--- config.mk ---
export PLATFORM = sky130hd
export DESIGN_NAME = run_control
export DESIGN_NICKNAME = d
export VERILOG_FILES = /design/src/verilog/trafgen_pkg.sv /design/src/verilog/run_control.sv
export SDC_FILE = /design/constraint.sdc
export NUM_CORES = 1
export LEC_CHECK = 0
export ABC_AREA = 1
export BUFFER_PORTS_ARGS = -buffer_cell sky130_fd_sc_hd__buf_2
export CORE_UTILIZATION = 40
export DETAILED_ROUTE_END_ITERATION = 16
export PLACE_DENSITY = 0.81
export RECOVER_POWER = 50
export SETUP_SLACK_MARGIN = 0.2
export SLEW_MARGIN = 20
export SYNTH_ARGS = -nofsm -noshare
export SYNTH_HDL_FRONTEND = slang
export SYNTH_SLANG_ARGS = --single-unit
--- constraint.sdc ---
create_clock -name clk -period 4.1 [get_ports clk]
set_input_delay 0.615 -clock clk [delete_from_list [all_inputs] [get_ports clk]]
set_output_delay 0.615 -clock clk [all_outputs]
set_load 0.01 [all_outputs]
--- src/verilog/trafgen_pkg.sv ---
// Shared register map, field widths and trace entry type of the traffic generator MMIO block
`default_nettype none

package trafgen_pkg;

   // ------------------------------------------------------------------------
   // Widths
   // ------------------------------------------------------------------------
   localparam int AXIL_ADDR_W = 32;
   localparam int AXIL_DATA_W = 32;
   localparam int AXIL_STRB_W = AXIL_DATA_W / 8;
   localparam int ID_W        = 5;    // Engine transaction ID
   localparam int CYCLE_W     = 32;   // Cycle stamp
   localparam int HOST_ADDR_W = 64;
   localparam int WRAP_LEN_W  = 4;
   localparam int TRACE_DEPTH = 256;  // Entries per trace memory
   localparam int TRACE_PTR_W = $clog2(TRACE_DEPTH);

   typedef struct packed {
      logic [ID_W-1:0]    id;
      logic [CYCLE_W-1:0] cycle;
   } trace_entry_t;

   // ------------------------------------------------------------------------
   // Register addresses, one word each
   // ------------------------------------------------------------------------
   localparam logic [AXIL_ADDR_W-1:0] A_CONTROL      = 32'h00;
   localparam logic [AXIL_ADDR_W-1:0] A_USER_STATUS  = 32'h30;  // RO
   localparam logic [AXIL_ADDR_W-1:0] A_USER_CONTROL = 32'h34;
   localparam logic [AXIL_ADDR_W-1:0] A_USER_MODE    = 32'h38;
   localparam logic [AXIL_ADDR_W-1:0] A_TT_RD_CMD    = 32'h44;  // Pops read trace
   localparam logic [AXIL_ADDR_W-1:0] A_TT_WR_CMD    = 32'h4C;  // Pops write trace
   localparam logic [AXIL_ADDR_W-1:0] A_TT_ARID      = 32'h54;
   localparam logic [AXIL_ADDR_W-1:0] A_TT_AWID      = 32'h58;
   localparam logic [AXIL_ADDR_W-1:0] A_RD_PATTERN   = 32'h64;
   localparam logic [AXIL_ADDR_W-1:0] A_RD_NUMBER    = 32'h68;
   localparam logic [AXIL_ADDR_W-1:0] A_WR_PATTERN   = 32'h6C;
   localparam logic [AXIL_ADDR_W-1:0] A_WR_NUMBER    = 32'h70;
   localparam logic [AXIL_ADDR_W-1:0] A_SRC_L        = 32'h74;
   localparam logic [AXIL_ADDR_W-1:0] A_SRC_H        = 32'h78;
   localparam logic [AXIL_ADDR_W-1:0] A_TGT_L        = 32'h7C;
   localparam logic [AXIL_ADDR_W-1:0] A_TGT_H        = 32'h80;
   localparam logic [AXIL_ADDR_W-1:0] A_SOFT_RESET   = 32'h8C;

   localparam logic [AXIL_DATA_W-1:0] DEFAULT_RDATA = 32'h5a5aa5a5;  // Unmapped reads

   // Bit positions
   localparam int CTRL_START_BIT         = 0;
   localparam int CTRL_IDLE_BIT          = 2;
   localparam int CTRL_READY_BIT         = 3;
   localparam int UCTRL_ENGINE_START_BIT = 0;
   localparam int UCTRL_FINISH_DUMP_BIT  = 1;
   localparam int MODE_WRAP_BIT          = 0;
   localparam int MODE_LEN_LSB           = 8;

endpackage

`default_nettype wire
--- src/verilog/run_control.sv ---
// Start sequencing, trace clear countdown, sticky status flags and the cycle counter
`default_nettype none

module run_control (
   input  logic                               clk,
   input  logic                               resetn,
   input  logic                               start_bit,
   input  logic                               engine_bit,
   input  logic                               finish_dump,
   input  logic                               soft_reset,
   input  logic [trafgen_pkg::AXIL_DATA_W-1:0] rd_number,
   input  logic [trafgen_pkg::AXIL_DATA_W-1:0] wr_number,
   // Engine status
   input  logic                               rd_done_pulse,
   input  logic                               wr_done_pulse,
   input  logic [1:0]                         rd_error,  // Bit 0 response, bit 1 data
   input  logic                               wr_error,
   // Outputs
   output logic                               engine_start_pulse,
   output logic                               clear,
   output logic [trafgen_pkg::CYCLE_W-1:0]     cycle,
   output logic                               rd_rewind,
   output logic                               wr_rewind,
   output logic [trafgen_pkg::AXIL_DATA_W-1:0] status_word,
   output logic                               ready,
   output logic                               idle
);
   import trafgen_pkg::*;

   logic                   engine_q;     // Previous engine_bit
   logic                   engine_ready_q;
   logic [TRACE_PTR_W-1:0] clr_cnt_q;    // Clear countdown
   logic                   rd_done_q;
   logic                   wr_done_q;
   logic [1:0]             rd_error_q;
   logic                   wr_error_q;
   logic                   idle_q;

   assign engine_start_pulse = engine_bit & ~engine_q;  // First cycle seen high
   assign clear              = start_bit & ~engine_ready_q;
   assign rd_rewind          = rd_done_pulse | (|rd_error);
   assign wr_rewind          = wr_done_pulse | wr_error;

   // ------------------------------------------------------------------------
   // Flags and countdown
   // ------------------------------------------------------------------------
   always_ff @(posedge clk) begin
      if (!resetn || soft_reset) begin
         engine_q       <= 1'b0;
         engine_ready_q <= 1'b0;
         clr_cnt_q      <= TRACE_PTR_W'(TRACE_DEPTH - 1);
         rd_done_q      <= 1'b0;
         wr_done_q      <= 1'b0;
         rd_error_q     <= 2'b00;
         wr_error_q     <= 1'b0;
         idle_q         <= 1'b0;
      end else begin
         engine_q <= engine_bit;
         // One trace word cleared per cycle, then ready
         if (start_bit) begin
            if (clr_cnt_q != '0)
               clr_cnt_q <= clr_cnt_q - 1'b1;
            else
               engine_ready_q <= 1'b1;
         end
         // Done also sets at start when nothing to issue
         if (rd_done_pulse || (engine_start_pulse && rd_number == '0))
            rd_done_q <= 1'b1;
         if (wr_done_pulse || (engine_start_pulse && wr_number == '0))
            wr_done_q <= 1'b1;
         if (|rd_error)
            rd_error_q <= rd_error;  // Keeps the latest nonzero code
         if (wr_error)
            wr_error_q <= 1'b1;
         if (finish_dump)
            idle_q <= 1'b1;
      end
   end

   // Cycle counter, runs from engine start until both directions finish
   always_ff @(posedge clk) begin
      if (!resetn || soft_reset)
         cycle <= '0;
      else if (engine_bit && !(rd_done_q && wr_done_q))
         cycle <= cycle + 1'b1;
   end

   assign status_word = {{(AXIL_DATA_W-6){1'b0}}, engine_ready_q, rd_error_q,
                         wr_error_q, rd_done_q, wr_done_q};
   assign ready = engine_ready_q;
   assign idle  = idle_q;

endmodule

`default_nettype wire

Word-level counts from Yosys, hierarchy flattened
Index checks and enable logic that the tools add are counted.
Storage, ports and cells
  register bits after elaboration: 48
  output and inout port bits: 70
  word-level logic and storage cells: 33
  bits of input ports: 75
Operators by class
  bitwise gates (word level): 7
  reductions and logical operators: 15
  add/sub/neg operators: 2
Operators by type and width (number)
  32-bit zero test: 2
  32-bit by 1-bit adder with 32-bit output, second input constant: 1
  8-bit nonzero test: 1
  8-bit by 1-bit subtractor with 8-bit output, second input constant: 1
  1-bit logical AND: 4
  2-bit AND reduction: 2
  1-bit logical OR: 3
  1-bit NOT: 3
  1-bit AND: 2
  1-bit zero test: 2
  1-bit OR: 2
  2-bit OR reduction: 1

Longest topological paths before layout
Gate-level depths: netlist of the first run.
  depth in word-level cells: 4
  gate-level depth with buffers: 9
  mapped depth without buffers: 9

Least setup slack after synthesis of the first run
No wires, ideal clock.
  path kind: input-to-output
  start point: in engine_bit
  end point: out engine_start_pulse
  setup slack: 2540 ps
  required time: 3485 ps
  cell stages on the path: 3
  arrival: 945 ps
  path buffers: 0
  path through: inv_2 or2_1 inv_1
Between the ends
  longest elaborated chain between the ends: 1
Ends and longest elaborated chain
  start: declaration: line run_control.sv:8  | input logic engine_bit,
  1-bit AND: line run_control.sv:39  | assign engine_start_pulse = engine_bit & ~engine_q;
  end: declaration: line run_control.sv:19  | output logic engine_start_pulse,
Every way passes these cells.

Final worst setup path of the first run
  start point: reg cycle[2] (netlist name)
  end point: reg cycle[23] (netlist name)
Between the ends
  longest elaborated chain between the ends: 1
Ends and longest elaborated chain
  start: declaration: line run_control.sv:21  | output logic [trafgen_pkg::CYCLE_W-1:0] cycle,
  start signal: assignment: line run_control.sv:85  | cycle <= cycle + 1'b1;
  32-bit by 1-bit adder with 32-bit output: line run_control.sv:85
Every way passes these cells.
A chain may end at the register's enable or synchronous reset.

==> flow_summary.ini, run 1 <==
[status]
status = finished clean

[global_routing]
grt_pass1_vias = 2743
grt_max_degree = 20
grt_pass1_wl_mm = 11.8
antenna_found_initial = 0
grt_overflow_total = 0
globalRouteTotalUtil = 0.192

[setup_path]
required_ns = 4.30
cp_max_fo = 7
cpPeakStageDelay_ns = 0.52
critical_path_class = register to register
endpoint_kind = register
start_kind = register
critPathArrivalTime_ns = 2.19
crit_slowest_cell = dfxtp_1
cpMostUsedCell = nor2_1
crit_chain = nand3_4 > nor2_1 > nand3_4 > nor2_1 > nand2_2 > o21ai_1 > nor2_1
critPathBufInv = 0
cpLargestDelayFamily = simple AND/OR/NAND/NOR gates

[synthesis]
ys_warn_count = 0
syn_inst = 443
synth_area_um2 = 2940
async_reset_ff_frac = 0
synth_edf_count = 0
syn_avg_cell_area_um2 = 6.63
ys_types = 33
synth-seq-cells = 48
synth_top_flop_cell = dfxtp_1
ys_seq_area_frac = 0.327

[floorplanning]
die_y_um = 87.7
boundaryPins = 145
rows = 30
design.core.area_um2 = 6940
start_util = 0.423
dieWidth_um = 87.7
dieArea_um2 = 7690

[cells_and_area]
nets = 637
fill_cells = 704
seq_area_um2 = 961
fin_area_um2 = 3510
final_util = 0.506
antennaDiodeCount = 0
final_cell_mix = nor2_1, nand2_1, buf_2, dfxtp_1, inv_1
multi_input_area_um2 = 1580
drive_above_1_share = 0.204
area_delta_synth_final_pct = 19.6

[sta]
layout_setup_ws_ns = 2.11
finClkSkew_ns = 0.00533
tightest_slew_ns = 0.757
max_freq_mhz = 502
setup_viol = 0
rsz0062_at_grt = false
timing.final.hold_violations = 0
tns_ns = 0
finalCriticalPeriod_ns = 1.99
finalMaxSlewViolations = 0
finalCritPeriodShare = 0.486
relSlewSlack = 0.493

[clock_network]
clock_path_buffers = 2
cts_max_level = 2
path_clk_slew_ns = 0.09
clockRootBuffer = clkbuf_8
hold_buffers = 0
post_cts.repair.setup_buffers = 0
cts_sinks = 48
clk_latency_ns = 0.30
post_cts_resized = 0
cts_tree = built
cts_buffers = 5

[drt]
viasPerCell = 4.54
wirelength_mm = 6.99
dr_total_vias = 2975
drt_iter0_markers = 147
drc = 0
wire_per_inst_um = 10.7
antenna_left = 0
firstDrtPassIters = 5

[placed_design]
numPortBuffers = 118
place_ws_ns = 1.95
place_congestion = 0.861
postPlaceCellArea_um2 = 3500
post-dp-hpwl_mm = 5.71

[power_and_ir_drop]
irDropWorstVdd_v = 0.000181
p_per_area_nw_per_um2 = 261
p_leak_nw = 1.61

[flow_run]
max_cap_violations = 0

[min_path]
min_path_type = register to register
[metrics by stage]
stage	total power [mW]	cells	hold slack (ns)
detailed placement	0.588	648	0.461
global placement	0.585	648	0.454
floorplan	0.558	468	0.442
finish	0.916	656	0.482
global route	0.964	656	0.511
CTS	0.928	656	0.485
[registers in the layout, indices dropped and copies added (netlist names)]
| register | cells |
|---|---|
| rd_done_q | 1 |
| idle | 1 |
| cycle | 32 |
| clr_cnt_q | 8 |
| engine_q | 1 |
| wr_error_q | 1 |
| ready | 1 |
| wr_done_q | 1 |
| rd_error_q | 2 |
[cells by family after synthesis]
family / count (synthesis) / synth area share
and+or+nand+nor: 252 / 0.408
AOI/OAI and AO/OA: 48 / 0.0856
adders and majority gates: 3 / 0.0128
buffers and inverters: 86 / 0.150
xor gates and xnor gates: 5 / 0.0149
DFF: 48 / 0.327
other: 1 / 0.00128
[synthesized netlist by cell type, types with 5 or more instances]
cell | number | area [µm²]
buf_4 | 31 | 233
nor2_2 | 5 | 31.3
dfxtp_1 | 48 | 961
nor2_4 | 5 | 56.3
nand2_1 | 93 | 349
inv_1 | 43 | 161
nand3_1 | 26 | 130
a21oi_1 | 27 | 135
nor3_1 | 6 | 30.0
inv_2 | 7 | 26.3
o21ai_0 | 14 | 70.1
xor2_1 | 5 | 43.8
nand4_1 | 8 | 50.1
nor2_1 | 89 | 334
[path summary, 6_finish.rpt]
| kind | cells past startpoint | startpoint | end | slack [ns] |
|---|---|---|---|---|
| max | 7 | cycle[2] | cycle[23] | 2.11 |
| max reg2reg | 7 | cycle[2] | cycle[23] | 2.11 |
| min reg2reg | 2 | clr_cnt_q[6] | clr_cnt_q[6] | 0.48 |
| min | 2 | clr_cnt_q[6] | clr_cnt_q[6] | 0.48 |
[routing by layer]
metal | track usage | vias up | share of wire
met5 | 0 | - | 0
met4 | 0.0373 | 0 | 0.0074
met3 | 0.0358 | 7 | 0.066
met2 | 0.368 | 109 | 0.50
met1 | 0.221 | 1292 | 0.43
li1 | - | 1567 | -
[report_power, final]
group          internal (mW)  total (mW)  leakage [nW]  switching (mW)
combinational         0.0427      0.0982          1.16          0.0555
clock                  0.181       0.341        0.0541           0.161
sequential             0.472       0.477         0.389         0.00467
total                  0.695       0.916          1.61           0.221
[cell type report]
class | count | share of cell area
inverter | 51 | 0.0548
timing repair buffer | 119 | 0.156
clock buffer | 5 | 0.0196
multi-input combinational | 334 | 0.450
sequential | 48 | 0.274
tap | 96 | 0.0342
clock inverter | 3 | 0.0121
[worst reg2reg max path: cells and delay by family (launching register included)]
kind / cells / cell delay [ns]
compound gates: 1 / 0.15
simple gates: 6 / 1.24
flops: 1 / 0.52
(Power assumes the default switching activity.)
==> run 2, diff against run 1 <==
==> constraint.sdc (replaced) <==
create_clock -name clk -period 1.85 [get_ports clk]
set_input_delay 0.2775 -clock clk [delete_from_list [all_inputs] [get_ports clk]]
set_output_delay 0.2775 -clock clk [all_outputs]
set_load 0.01 [all_outputs]
==> flow_summary.ini, run 2 (same netlist as run 1, synthesis figures left out) <==
[drt]
antenna_left = 0
wire_per_inst_um = 11.3
viasPerCell = 4.62
wirelength_mm = 7.43
firstDrtPassIters = 5
dr_total_vias = 3034
drt_iter0_markers = 139
drc = 0

[min_path]
hold_depth = 3
min_path_type = input port to register
min_to = rd_error_q[0]
hp-start = rd_error[0]

[status]
status = finished clean

[placed_design]
dp.cells = 648
postPlaceCellArea_um2 = 3500
post-dp-hpwl_mm = 5.97
numPortBuffers = 118
place_congestion = 0.862

[global_routing]
globalRouteTotalUtil = 0.196
antenna_found_initial = 0
grt_pass1_wl_mm = 11.9
grt_max_degree = 35
grt_overflow_total = 0
grt_pass1_vias = 2758

[power_and_ir_drop]
irDropWorstVdd_v = 0.000372
p_leak_nw = 1.70
switching_share = 0.249
pwr-share-seq = 0.512
netSwitchingPower_mw = 0.514
p_int_mw = 1.55
comb_power_share = 0.106
p_per_area_nw_per_um2 = 576
clockPowerShare = 0.381

[cells_and_area]
nets = 638
antennaDiodeCount = 0
fill_cells = 693
final_cell_mix = nand2_1, nor2_1, buf_2, dfxtp_1, inv_1
drive_above_1_share = 0.226
regMostFlops = cycle
fin_area_um2 = 3580
layoutNonFillerInstCount = 657
reg_top3 = cycle (32), clr_cnt_q (8), rd_error_q (2)
final_common_cell = nand2_1
area_delta_synth_final_pct = 21.8
largest_reg_flops = 32

[sta]
setup_viol = 0
tns_ns = 0
rsz0062_at_grt = false
finalMaxSlewViolations = 0
max_freq_mhz = 654
finalCriticalPeriod_ns = 1.53
finalCritPeriodShare = 0.826
timing.final.hold_violations = 0
finClkSkew_ns = 0.00671
tightest_slew_ns = 0.507
fin_hold_ws_ns = 0.197
relSlewSlack = 0.662

[clock_network]
clockRootBuffer = clkbuf_8
clk_latency_ns = 0.30
path_clk_slew_ns = 0.09
cts_buffers = 5
clock_path_buffers = 2
cts_max_level = 2
cts_tree = built
cts_sinks = 48
hold_buffers = 0

[setup_path]
critPathArrivalTime_ns = 1.73
critPathBufInv = 1
r2r_start = cycle[1]
cpLargestDelayFamily = simple AND/OR/NAND/NOR gates
ff2ff_setup_slack_ns = 0.32
critical_path_class = register to register
required_ns = 2.05
reg2reg_depth = 8
reg2reg_to = cycle[26]
crit_chain = ha_1 > nand3_1 > nor2_8 > nand2_4 > clkinv_2 > nand4_1 > nand2_1 > nor2_1
endpoint_kind = register
cpPeakStageDelay_ns = 0.45
crit_slowest_cell = dfxtp_1
start_kind = register
cp.depth = 8
cp_max_fo = 6

[flow_run]
max_cap_violations = 0

[floorplanning]
dieArea_um2 = 7690
design.core.area_um2 = 6940
rows = 30
dieWidth_um = 87.7
die_y_um = 87.7
boundaryPins = 145
start_util = 0.423
## run 2: cell types whose count changed in the layout (fill, tap and decap cells not counted), moves of 2 or more
cell	before	now
buf_2	78	86
clkbuf_1	40	32
nor2_1	93	90
nor2_8	1	3
## run 2: what timing repair did
item                       4_1_cts  5_1_grt
setup buffers                    0        1
resized for setup                0        4
setup endpoints to repair        0       13
## run 2: stage by stage
step                      total power, mW  setup WS (ns)   util
after global routing                 2.15          0.179  0.515
after CTS                            2.08          0.292  0.521
after floorplan                      1.24          0.354      -
after detailed placement             1.30          0.304  0.504
final                                2.06          0.321  0.515
after global placement               1.30          0.366  0.504
## run 2: area by class of cell
| cell class | instances | area [µm²] | area share |
|---|---|---|---|
| Clock buffer | 5 | 68.8 | 0.0192 |
| Clock inverter | 3 | 46.3 | 0.0129 |
| Inverter | 51 | 193 | 0.0538 |
| Multi-Input combinational cell | 334 | 1620 | 0.454 |
| Sequential cell | 48 | 961 | 0.269 |
| Tap cell | 96 | 120 | 0.0336 |
| Timing Repair Buffer | 120 | 566 | 0.158 |
## run 2: metal layers
layer / vias up / global-route usage / share of wire
li1: 1568 / - / -
met1: 1319 / 0.222 / 0.43
met2: 131 / 0.366 / 0.49
met3: 16 / 0.0386 / 0.064
met4: 0 / 0.0656 / 0.021
met5: - / 0 / 0
## run 2: how the worst max path moves through the flow
stage	start	endpoint	slack, ns
after floorplan	cycle[1]	cycle[24]	0.35
after global placement	cycle[1]	cycle[24]	0.37
after detailed placement	cycle[1]	cycle[24]	0.30
after CTS	cycle[1]	cycle[22]	0.29
after global routing	rd_done_q	cycle[21]	0.18
final	cycle[1]	cycle[26]	0.32
## run 2: worst reg2reg max path, cell delays in order, from the launching register on
cell	delay (ns)
dfxtp_1	0.45
ha_1	0.20
nand3_1	0.18
nor2_8	0.20
nand2_4	0.10
clkinv_2	0.10
nand4_1	0.08
nand2_1	0.07
nor2_1	0.05
## run 2: power groups by stage
stage          sequential [mW]  combinational, mW  clock (mW)
6_report                  1.06              0.219       0.787
3_5_place_dp              1.08              0.223           0
4_1_cts                   1.06              0.224       0.801
2_1_floorplan             1.08              0.155           0
3_3_place_gp              1.08              0.219           0
5_1_grt                   1.06              0.252       0.836
