`src/verilog/trafgen_pkg.sv`:
```
// Shared register map, field widths and trace entry type of the traffic generator MMIO block
`default_nettype none

package trafgen_pkg;

   // ------------------------------------------------------------------------
   // Widths
   // ------------------------------------------------------------------------
   localparam int AXIL_ADDR_W = 32;
   localparam int AXIL_DATA_W = 32;
   localparam int AXIL_STRB_W = AXIL_DATA_W / 8;
   localparam int ID_W        = 5;    // Engine transaction ID
   localparam int CYCLE_W     = 32;   // Cycle stamp
   localparam int HOST_ADDR_W = 64;
   localparam int WRAP_LEN_W  = 4;
   localparam int TRACE_DEPTH = 256;  // Entries per trace memory
   localparam int TRACE_PTR_W = $clog2(TRACE_DEPTH);

   typedef struct packed {
      logic [ID_W-1:0]    id;
      logic [CYCLE_W-1:0] cycle;
   } trace_entry_t;

   // ------------------------------------------------------------------------
   // Register addresses, one word each
   // ------------------------------------------------------------------------
   localparam logic [AXIL_ADDR_W-1:0] A_CONTROL      = 32'h00;
   localparam logic [AXIL_ADDR_W-1:0] A_USER_STATUS  = 32'h30;  // RO
   localparam logic [AXIL_ADDR_W-1:0] A_USER_CONTROL = 32'h34;
   localparam logic [AXIL_ADDR_W-1:0] A_USER_MODE    = 32'h38;
   localparam logic [AXIL_ADDR_W-1:0] A_TT_RD_CMD    = 32'h44;  // Pops read trace
   localparam logic [AXIL_ADDR_W-1:0] A_TT_WR_CMD    = 32'h4C;  // Pops write trace
   localparam logic [AXIL_ADDR_W-1:0] A_TT_ARID      = 32'h54;
   localparam logic [AXIL_ADDR_W-1:0] A_TT_AWID      = 32'h58;
   localparam logic [AXIL_ADDR_W-1:0] A_RD_PATTERN   = 32'h64;
   localparam logic [AXIL_ADDR_W-1:0] A_RD_NUMBER    = 32'h68;
   localparam logic [AXIL_ADDR_W-1:0] A_WR_PATTERN   = 32'h6C;
   localparam logic [AXIL_ADDR_W-1:0] A_WR_NUMBER    = 32'h70;
   localparam logic [AXIL_ADDR_W-1:0] A_SRC_L        = 32'h74;
   localparam logic [AXIL_ADDR_W-1:0] A_SRC_H        = 32'h78;
   localparam logic [AXIL_ADDR_W-1:0] A_TGT_L        = 32'h7C;
   localparam logic [AXIL_ADDR_W-1:0] A_TGT_H        = 32'h80;
   localparam logic [AXIL_ADDR_W-1:0] A_SOFT_RESET   = 32'h8C;

   localparam logic [AXIL_DATA_W-1:0] DEFAULT_RDATA = 32'h5a5aa5a5;  // Unmapped reads

   // Bit positions
   localparam int CTRL_START_BIT         = 0;
   localparam int CTRL_IDLE_BIT          = 2;
   localparam int CTRL_READY_BIT         = 3;
   localparam int UCTRL_ENGINE_START_BIT = 0;
   localparam int UCTRL_FINISH_DUMP_BIT  = 1;
   localparam int MODE_WRAP_BIT          = 0;
   localparam int MODE_LEN_LSB           = 8;

endpackage

`default_nettype wire
```
`src/verilog/mmio_axil_port.sv`:
```
// AXI4-Lite slave handshakes, turned into one-cycle register write and read strobes
`default_nettype none

module mmio_axil_port (
   input  logic                               clk,
   input  logic                               resetn,
   // AXI4-Lite write address and data
   input  logic [trafgen_pkg::AXIL_ADDR_W-1:0] s_axi_awaddr,
   input  logic                               s_axi_awvalid,
   output logic                               s_axi_awready,
   input  logic [trafgen_pkg::AXIL_DATA_W-1:0] s_axi_wdata,
   input  logic [trafgen_pkg::AXIL_STRB_W-1:0] s_axi_wstrb,
   input  logic                               s_axi_wvalid,
   output logic                               s_axi_wready,
   // Write response
   output logic                               s_axi_bvalid,
   output logic [1:0]                         s_axi_bresp,
   input  logic                               s_axi_bready,
   // Read address and data
   input  logic [trafgen_pkg::AXIL_ADDR_W-1:0] s_axi_araddr,
   input  logic                               s_axi_arvalid,
   output logic                               s_axi_arready,
   output logic                               s_axi_rvalid,
   output logic [trafgen_pkg::AXIL_DATA_W-1:0] s_axi_rdata,
   output logic [1:0]                         s_axi_rresp,
   input  logic                               s_axi_rready,
   // Register side
   output logic                               reg_wr_en,
   output logic [trafgen_pkg::AXIL_ADDR_W-1:0] reg_wr_addr,
   output logic [trafgen_pkg::AXIL_DATA_W-1:0] reg_wr_data,
   output logic [trafgen_pkg::AXIL_STRB_W-1:0] reg_wr_strb,
   output logic                               reg_rd_en,
   output logic [trafgen_pkg::AXIL_ADDR_W-1:0] reg_rd_addr,
   input  logic [trafgen_pkg::AXIL_DATA_W-1:0] reg_rd_data
);
   import trafgen_pkg::*;

   logic wr_rdy_q;  // Shared awready/wready
   logic wr_hs;
   logic rd_hs;

   assign s_axi_awready = wr_rdy_q;
   assign s_axi_wready  = wr_rdy_q;
   assign s_axi_arready = ~s_axi_rvalid;  // Held rvalid blocks the next read
   assign s_axi_bresp   = 2'b00;          // OKAY
   assign s_axi_rresp   = 2'b00;

   assign wr_hs = wr_rdy_q & s_axi_awvalid & s_axi_wvalid;
   assign rd_hs = s_axi_arvalid & s_axi_arready;

   // Read strobe goes out in the handshake cycle itself
   assign reg_rd_en   = rd_hs;
   assign reg_rd_addr = s_axi_araddr;

   // ------------------------------------------------------------------------
   // Control state
   // ------------------------------------------------------------------------
   always_ff @(posedge clk) begin
      if (!resetn) begin
         wr_rdy_q     <= 1'b0;
         s_axi_bvalid <= 1'b0;
         s_axi_rvalid <= 1'b0;
         reg_wr_en    <= 1'b0;
      end else begin
         // One-cycle ready pulse, never while a response is pending
         wr_rdy_q  <= s_axi_awvalid & s_axi_wvalid & ~s_axi_bvalid & ~wr_rdy_q;
         reg_wr_en <= wr_hs;
         if (wr_hs)
            s_axi_bvalid <= 1'b1;
         else if (s_axi_bready)
            s_axi_bvalid <= 1'b0;
         if (rd_hs)
            s_axi_rvalid <= 1'b1;
         else if (s_axi_rready)
            s_axi_rvalid <= 1'b0;
      end
   end

   // Payload capture
   always_ff @(posedge clk) begin
      if (wr_hs) begin
         reg_wr_addr <= s_axi_awaddr;
         reg_wr_data <= s_axi_wdata;
         reg_wr_strb <= s_axi_wstrb;
      end
      if (rd_hs)
         s_axi_rdata <= reg_rd_data;  // Sampled before any trace pop lands
   end

endmodule

`default_nettype wire

```
`config.mk`:
```
export PLATFORM = sky130hd
export DESIGN_NAME = mmio_axil_port
export DESIGN_NICKNAME = d
export VERILOG_FILES = /design/src/verilog/trafgen_pkg.sv /design/src/verilog/mmio_axil_port.sv
export SDC_FILE = /design/constraint.sdc
export NUM_CORES = 1
export LEC_CHECK = 0
export BUFFER_PORTS_ARGS = -buffer_cell sky130_fd_sc_hd__buf_2
export CAP_MARGIN = 5
export CORE_AREA = 2 2 110 112
export CTS_BUF_LIST = sky130_fd_sc_hd__clkbuf_16
export DETAILED_ROUTE_END_ITERATION = 10
export DIE_AREA = 0 0 112 114
export MAX_ROUTING_LAYER = met4
export PLACE_DENSITY_LB_ADDON = 0.3
export SLEW_MARGIN = 25
export SYNTH_ARGS = -nofsm -noshare
export SYNTH_HDL_FRONTEND = slang
export SYNTH_SLANG_ARGS = --single-unit
export TNS_END_PERCENT = 1
```
`constraint.sdc`:
```
create_clock -name clk -period 3.2 [get_ports clk]
set_input_delay 0.64 -clock clk [delete_from_list [all_inputs] [get_ports clk]]
set_output_delay 0.64 -clock clk [all_outputs]
set_load 0.005 [all_outputs]
```
==> Yosys cells after proc, flatten, opt, wreduce, memory -nomap -nowiden <==
Cells that the tools add are included.
{ "op_classes": {"mux": 4, "reduce_logical": 2, "bitwise": 9} }
{ "ops": {"columns": ["operator", "count"], "rows": [
  ["1-bit bitwise AND", 6],
  ["1-bit 2-to-1 mux", 4],
  ["2-bit nonzero test", 2],
  ["1-bit NOT", 3]
]} }
{ "word_totals": {"wordCells": 23, "in_bits": 139, "output_inout_bits": 143, "register_bits": 104} }

==> Logic depth before layout (Yosys ltp) <==
Gate-level depths: netlist of the first run.
{ "depth": {"ltp_word": 3, "ltp_mapped": 2} }

==> Least setup slack after synthesis of the first run <==
OpenSTA, ideal clock, no wires.
{ "synth_path": {"path_type": "input -> output", "startpoint": "in s_axi_arvalid", "endpoint": "out reg_rd_en", "path_stages": 1, "setup_slack_ns": 0.379, "t_arrival_ns": 2.181, "n_path_buf": 0, "cell_sequence": "nor2b_1"} }
{ "synth_via": {"elab_chain_len": 1} }
{ "synth_rtl": {"columns": ["element", "line_no", "rtl"], "rows": [
  ["start: declaration", "mmio_axil_port.sv:21", "input logic s_axi_arvalid,"],
  ["1-bit bitwise AND", "mmio_axil_port.sv:49", "assign rd_hs = s_axi_arvalid & s_axi_arready;"],
  ["end: declaration", "mmio_axil_port.sv:32", "output logic reg_rd_en,"]
]} }
Every way passes these cells.

==> Worst setup path after layout of the first run <==
{ "layout_path": {"startpoint": "in s_axi_wvalid", "endpoint": "reg reg_wr_data[2] in the netlist's numbering, enable pin"} }
{ "layout_via": {"elab_chain_len": 1} }
{ "layout_rtl": {"columns": ["element", "line_no", "rtl"], "rows": [
  ["start: declaration", "mmio_axil_port.sv:13", "input logic s_axi_wvalid,"],
  ["1-bit bitwise AND", "mmio_axil_port.sv:48", "assign wr_hs = wr_rdy_q & s_axi_awvalid & s_axi_wvalid;"],
  ["named net wr_hs", "mmio_axil_port.sv:39", "logic wr_hs;"],
  ["end signal: assignment", "mmio_axil_port.sv:83", "reg_wr_data <= s_axi_wdata;"],
  ["end: declaration", "mmio_axil_port.sv:30", "output logic [trafgen_pkg::AXIL_DATA_W-1:0] reg_wr_data,"]
]} }
The timed path passes the listed nets, and every way through them passes these cells.
A chain may end at the register's enable or synchronous reset.

==> results of run 1 <==
metrics by stage:
step	hold slack [ns]	std cells	setup slack, ns	utilization
final	0.4470	495	1.546	0.4066
after CTS	0.4478	495	1.517	0.4066
after global placement	0.4307	480	1.202	0.3800
after detailed placement	0.4382	480	1.146	0.3800
after floorplan	0.4290	155	0.3788	-
after global routing	0.4483	495	1.450	0.4066
synthesized netlist by cell type (all sizes together):
library cell / n
nor2b: 2
and4: 1
inv: 2
and3: 1
dfxtp: 4
buf: 37
edfxtp: 100
nand4b: 1
nor2: 1
o21a: 1
conb: 1
a31o: 1
layer usage:
| layer | wire length, um | GRT usage | part of all wire |
|---|---|---|---|
| met1 | 2937 | 0.1335 | 0.38 |
| met2 | 3588 | 0.1766 | 0.47 |
| met3 | 882 | 0.05260 | 0.12 |
| met4 | 227 | 0.07642 | 0.030 |
| met5 | 0 | - | 0 |
cell families (layout without fill, tap and decap cells):
| group | after synthesis | count (layout) |
|---|---|---|
| flops | 104 | 104 |
| simple gates | 6 | 6 |
| compound gates | 2 | 2 |
| other cells | 1 | 4 |
| buf+inv | 39 | 232 |
power breakdown:
| part | internal, W | total, W | switching [W] |
|---|---|---|---|
| sequential | 0.00153 | 0.00154 | 0.00000928 |
| clock | 0.000679 | 0.00113 | 0.000453 |
| combinational | 0.0000721 | 0.000131 | 0.0000593 |
final cells by class:
class	count	area (um^2)
clock buffer	9	225.2
clock inverter	6	86.33
fill	1109	6949
inverter	2	7.507
multi-input combinational	12	82.58
sequential	104	3083
tap	147	183.9
timing repair buffer	215	1094
sequential cells by signal (all words and copies together), names as in the netlist:
register       cells
reg_wr_addr       32
reg_wr_data       32
reg_wr_strb        4
s_axi_awready      1
s_axi_rdata       32
s_axi_bvalid       1
reg_wr_en          1
s_axi_rvalid       1
layout by cell type (no fill, tap or decap):
master	instances
a31o_1	1
and3_2	1
and4_4	1
buf_12	1
buf_2	213
buf_4	1
bufinv_16	2
clkbuf_16	9
clkinv_2	1
clkinv_4	2
conb_1	4
dfxtp_1	4
edfxtp_1	100
inv_1	3
nand4b_1	1
nor2_1	1
nor2b_1	1
nor2b_4	1
o21a_1	1
path summary, 6_finish.rpt:
check / end / slack (ns) / cells after the start
min reg2reg: s_axi_awready / 0.45 / 1
min: s_axi_awready / 0.45 / 1
max reg2reg: reg_wr_data[2] / 1.57 / 2
max: reg_wr_data[2] / 1.55 / 3
critical path, delay by kind of cell:
kind,cells,cell delay (ns)
buffers and inverters,2,0.42
AND/OR/NAND/NOR,1,0.61
==> impl_metrics.py, run 1 <==
metrics = {
    "power_and_ir_drop": {
        "p_leak_nw": 2.019,
        "ir_worst_vdd_v": 0.0002856,
        "power.total_w": 0.002807,
        "powerDensity_nw_per_um2": 589.4,
    },
    "cells_and_area": {
        "nets": 483,
        "drive_above_1_share": 0.6667,
        "design_area_um2": 4762,
        "areaGrowthSynthToFinish_pct": 38.80,
        "diodes": 0,
    },
    "floorplanning": {
        "core_area_um2": 11710,
        "die_area_um2": 12770,
        "die_height_um": 114,
        "rows": 40,
        "die_width_um": 112,
        "initial_core_util": 0.2929,
        "ios": 282,
    },
    "place": {
        "port_buffers": 213,
        "gp_congestion": 0.7214,
        "dpl_cell_area_um2": 4451,
    },
    "worst_setup_path": {
        "cp_max_fo": 43,
        "crit_start": "s_axi_wvalid",
        "slowest_delay_ns": 0.61,
        "cp_data_arrival_time_ns": 1.68,
        "start_kind": "input pin",
        "crit_path_end_kind": "flop",
        "cp.required_ns": 3.23,
        "worst_path_max_delay_cell": "and3_2",
        "crit_chain": "buf_2 -> and3_2 -> buf_12",
        "r2r_start": "s_axi_awready",
        "critPathKind": "input pin to flop",
    },
    "drt": {
        "drt_pass1_iterations": 4,
        "route.detailed.drc": 0,
        "antenna_left": 0,
        "vias": 2003,
        "wl_per_cell_um": 15.43,
        "avgViaCountPerCell": 4.046,
        "drt_iter0_drc": 113,
        "wl_mm": 7.636,
    },
    "timing": {
        "setup_viol": 0,
        "slew_headroom": 0.5740,
        "fmax_mhz": 604.4,
        "period_share": 0.5170,
        "slew_violations": 0,
        "fin_tns_setup_ns": 0,
        "rsz0062_at_grt": "no",
        "fin_crit_ns": 1.654,
        "hold_violations": 0,
        "tightest_slew_ns": 0.6389,
        "clock_skew_ns": 0.003542,
    },
    "global_route": {
        "grt_overflow": 0,
        "grt_pass1_wl_mm": 10.78,
        "grt_usage": 0.1198,
        "grt_max_degree": 44,
        "antenna_found_initial": 0,
        "grt_pass1_vias": 1943,
    },
    "yosys": {
        "netlist_instances": 152,
        "synth_top_area_share": 0.8753,
        "avgSynthCellArea_um2": 22.57,
        "synth-seq-cells": 104,
        "synth.area.mux_share": 0,
        "synthTopCellsByArea": "edfxtp_1 (88%), buf_4 (8.1%), dfxtp_1 (2.3%), nor2b_1 (0.36%), and4_4 (0.33%)",
        "yosysTopAreaCell": "edfxtp_1",
        "synthSimpleGateAreaFrac": 0.01240,
        "synth-compound-area-share": 0.004741,
        "ys.warnings.count": 0,
        "yosysSeqAreaShare": 0.8986,
        "yosysUniqueCellTypes": 12,
        "syn_area_um2": 3431,
        "synth_adder_area_share": 0,
        "synth-xor-area-share": 0,
        "synth_top_family_by_area": "buffers and inverters",
    },
    "cts": {
        "cts_resized": 0,
        "cts.sinks": 104,
        "cts_max_level": 3,
        "numCtsBuffers": 9,
        "insertion_delay_ns": 0.34,
        "clk_path_buf_depth": 2,
        "cts_root_buf": "clkbuf_16",
        "cts_setup_buffers": 0,
        "clk_pin_slew_ns": 0.06,
        "cts_hold_buf": 0,
        "cts_tree": "yes",
    },
    "job": {
        "drv_cap": 0,
    },
    "run_status": {
        "status": "completed",
    },
    "hold_path": {
        "hold_class": "flop to flop",
        "min_from": "s_axi_bvalid",
    },
}
Power figures use the tool's default switching activity.
==> inputs of run 2 (changes only) <==
clock period = 1.6 ns   (was 3.2 ns; I/O delays follow)
==> run 2 against run 1 <==
Against the previous run: global-route usage up 0.54 points; combinational power up 120%; critical endpoint is now reg_rd_en; largest cell class unchanged; largest power group unchanged; flip-flop and latch count unchanged; sequential share of layout area down 0.74 points; clock skew up 0.00075 ns; sequential power up 100%; wire length up 6.7%; via count up 1.6%; first-iteration DRC count down 18%; die area unchanged; setup slack worse by 1.3 ns; total power up 98%.
==> impl_metrics.py, run 2 (synthesized netlist as in run 1, its figures left out) <==
metrics = {
    "cells_and_area": {
        "areaGrowthSynthToFinish_pct": 40.41,
        "drive_above_1_share": 0.6732,
        "fin_cells": 505,
        "fillers": 1099,
        "largestRegisters": "reg_wr_addr: 32 flops, reg_wr_data: 32 flops, s_axi_rdata: 32 flops",
        "nets": 492,
        "diodes": 0,
        "final_common_cell": "buf_2",
        "layout_common_cells": "buf_2 (213), edfxtp_1 (100), buf_4 (10), clkbuf_16 (9)",
        "design_area_um2": 4817,
    },
    "cts": {
        "numCtsBuffers": 9,
        "clk_path_buf_depth": 2,
        "insertion_delay_ns": 0.34,
        "cts_tree": "yes",
        "cts.sinks": 104,
        "cts_max_level": 3,
        "cts_root_buf": "clkbuf_16",
        "clk_pin_slew_ns": 0.07,
    },
    "worst_setup_path": {
        "crit_family": "flip-flops",
        "start_kind": "flop",
        "reg2reg_slack_ns": 0.31,
        "r2r-end": "reg_wr_data[24]",
        "crit_chain": "nor2b_4 -> buf_2",
        "crit_path_end_kind": "primary output",
        "critical_path_buf_inv_count": 1,
        "r2r_start": "s_axi_awready",
        "r2r_cells": 2,
        "cp_max_fo": 4,
        "worst_path_max_delay_cell": "dfxtp_1",
        "slowest_delay_ns": 0.35,
        "cp_data_arrival_time_ns": 1.01,
        "cp.required_ns": 1.28,
        "critPathKind": "flop to primary output",
    },
    "global_route": {
        "grt_pass1_vias": 2011,
        "grt_pass1_wl_mm": 11.23,
        "grt_usage": 0.1253,
        "antenna_found_initial": 0,
        "grt_overflow": 0,
        "grt_max_degree": 35,
    },
    "timing": {
        "clock_skew_ns": 0.004295,
        "rsz0062_at_grt": "no",
        "hold_violations": 0,
        "setup_viol": 0,
        "setup_ws_ns": 0.2659,
        "fin_crit_ns": 1.334,
        "whs_ns": 0.1446,
        "slew_violations": 0,
        "period_share": 0.8338,
        "fmax_mhz": 749.6,
    },
    "power_and_ir_drop": {
        "power.total_w": 0.005546,
        "powerDensity_nw_per_um2": 1151,
        "p_leak_nw": 2.049,
        "ir_worst_vdd_v": 0.0005723,
    },
    "place": {
        "dp_cells": 487,
        "dp_hpwl_mm": 6.220,
        "port_buffers": 213,
        "gp_congestion": 0.7340,
        "dpl_cell_area_um2": 4507,
        "place_ws_ns": 0.2527,
    },
    "floorplanning": {
        "rows": 40,
        "initial_core_util": 0.2929,
        "die_width_um": 112,
        "die_area_um2": 12770,
        "ios": 282,
        "core_area_um2": 11710,
        "die_height_um": 114,
    },
    "drt": {
        "avgViaCountPerCell": 4.030,
        "vias": 2035,
        "wl_mm": 8.147,
        "antenna_left": 0,
        "drt_iter0_drc": 93,
        "wl_per_cell_um": 16.13,
        "drt_pass1_iterations": 4,
        "route.detailed.drc": 0,
    },
    "job": {
        "drv_cap": 0,
    },
    "hold_path": {
        "hold_class": "input pin to flop",
        "whs_path_depth": 1,
        "min_from": "s_axi_awaddr[28]",
        "min_to": "reg_wr_addr[28]",
    },
    "run_status": {
        "status": "completed",
    },
}
## run 2: timing repair
action	4_1_cts	5_1_grt
resized for setup	0	0
setup endpoints to repair	1	0
setup buffers	2	0
hold buffers	0	0
## run 2: area by class of cell
cell class / instances / area (um^2) / share of cell area
clock buffers: 9 / 225.2 / 0.04675
multi-input cells: 12 / 86.33 / 0.01792
flip-flops and latches: 104 / 3083 / 0.6400
inverters: 2 / 7.507 / 0.001558
well taps: 147 / 183.9 / 0.03818
clock inverters: 7 / 70.07 / 0.01455
repair buffers: 224 / 1161 / 0.2410
## run 2: through the flow
step	util	setup TNS [ns]
finish	0.4113	0
global route	0.4113	0
CTS	0.4113	0
detailed placement	0.3848	0
global placement	0.3848	0
floorplan	-	-1.870
## run 2: worst max path at each step
stage | from | to | slack [ns] | cells past startpoint
2_1_floorplan | s_axi_rvalid | s_axi_rdata[0] | -0.06 | 1
3_3_place_gp | s_axi_wvalid | reg_wr_data[24] | 0.27 | 3
3_5_place_dp | s_axi_arvalid | s_axi_rdata[18] | 0.25 | 3
4_1_cts | s_axi_rvalid | reg_rd_en | 0.23 | 2
5_1_grt | s_axi_rvalid | reg_rd_en | 0.21 | 2
6_report | s_axi_rvalid | reg_rd_en | 0.27 | 2
## run 2: power breakdown
group          total, W  switching [W]  leakage, nW  internal (W)
Sequential      0.00309      0.0000209        0.954       0.00307
Clock           0.00217       0.000959        0.142       0.00121
Combinational  0.000286       0.000127        0.953      0.000160
Total           0.00555        0.00111         2.05       0.00444
## run 2: layer usage
layer  wire length [um]  GRT usage
met1               3033     0.1384
met2               3922     0.1923
met3                926    0.05473
met4                264    0.06748
met5                  0          -
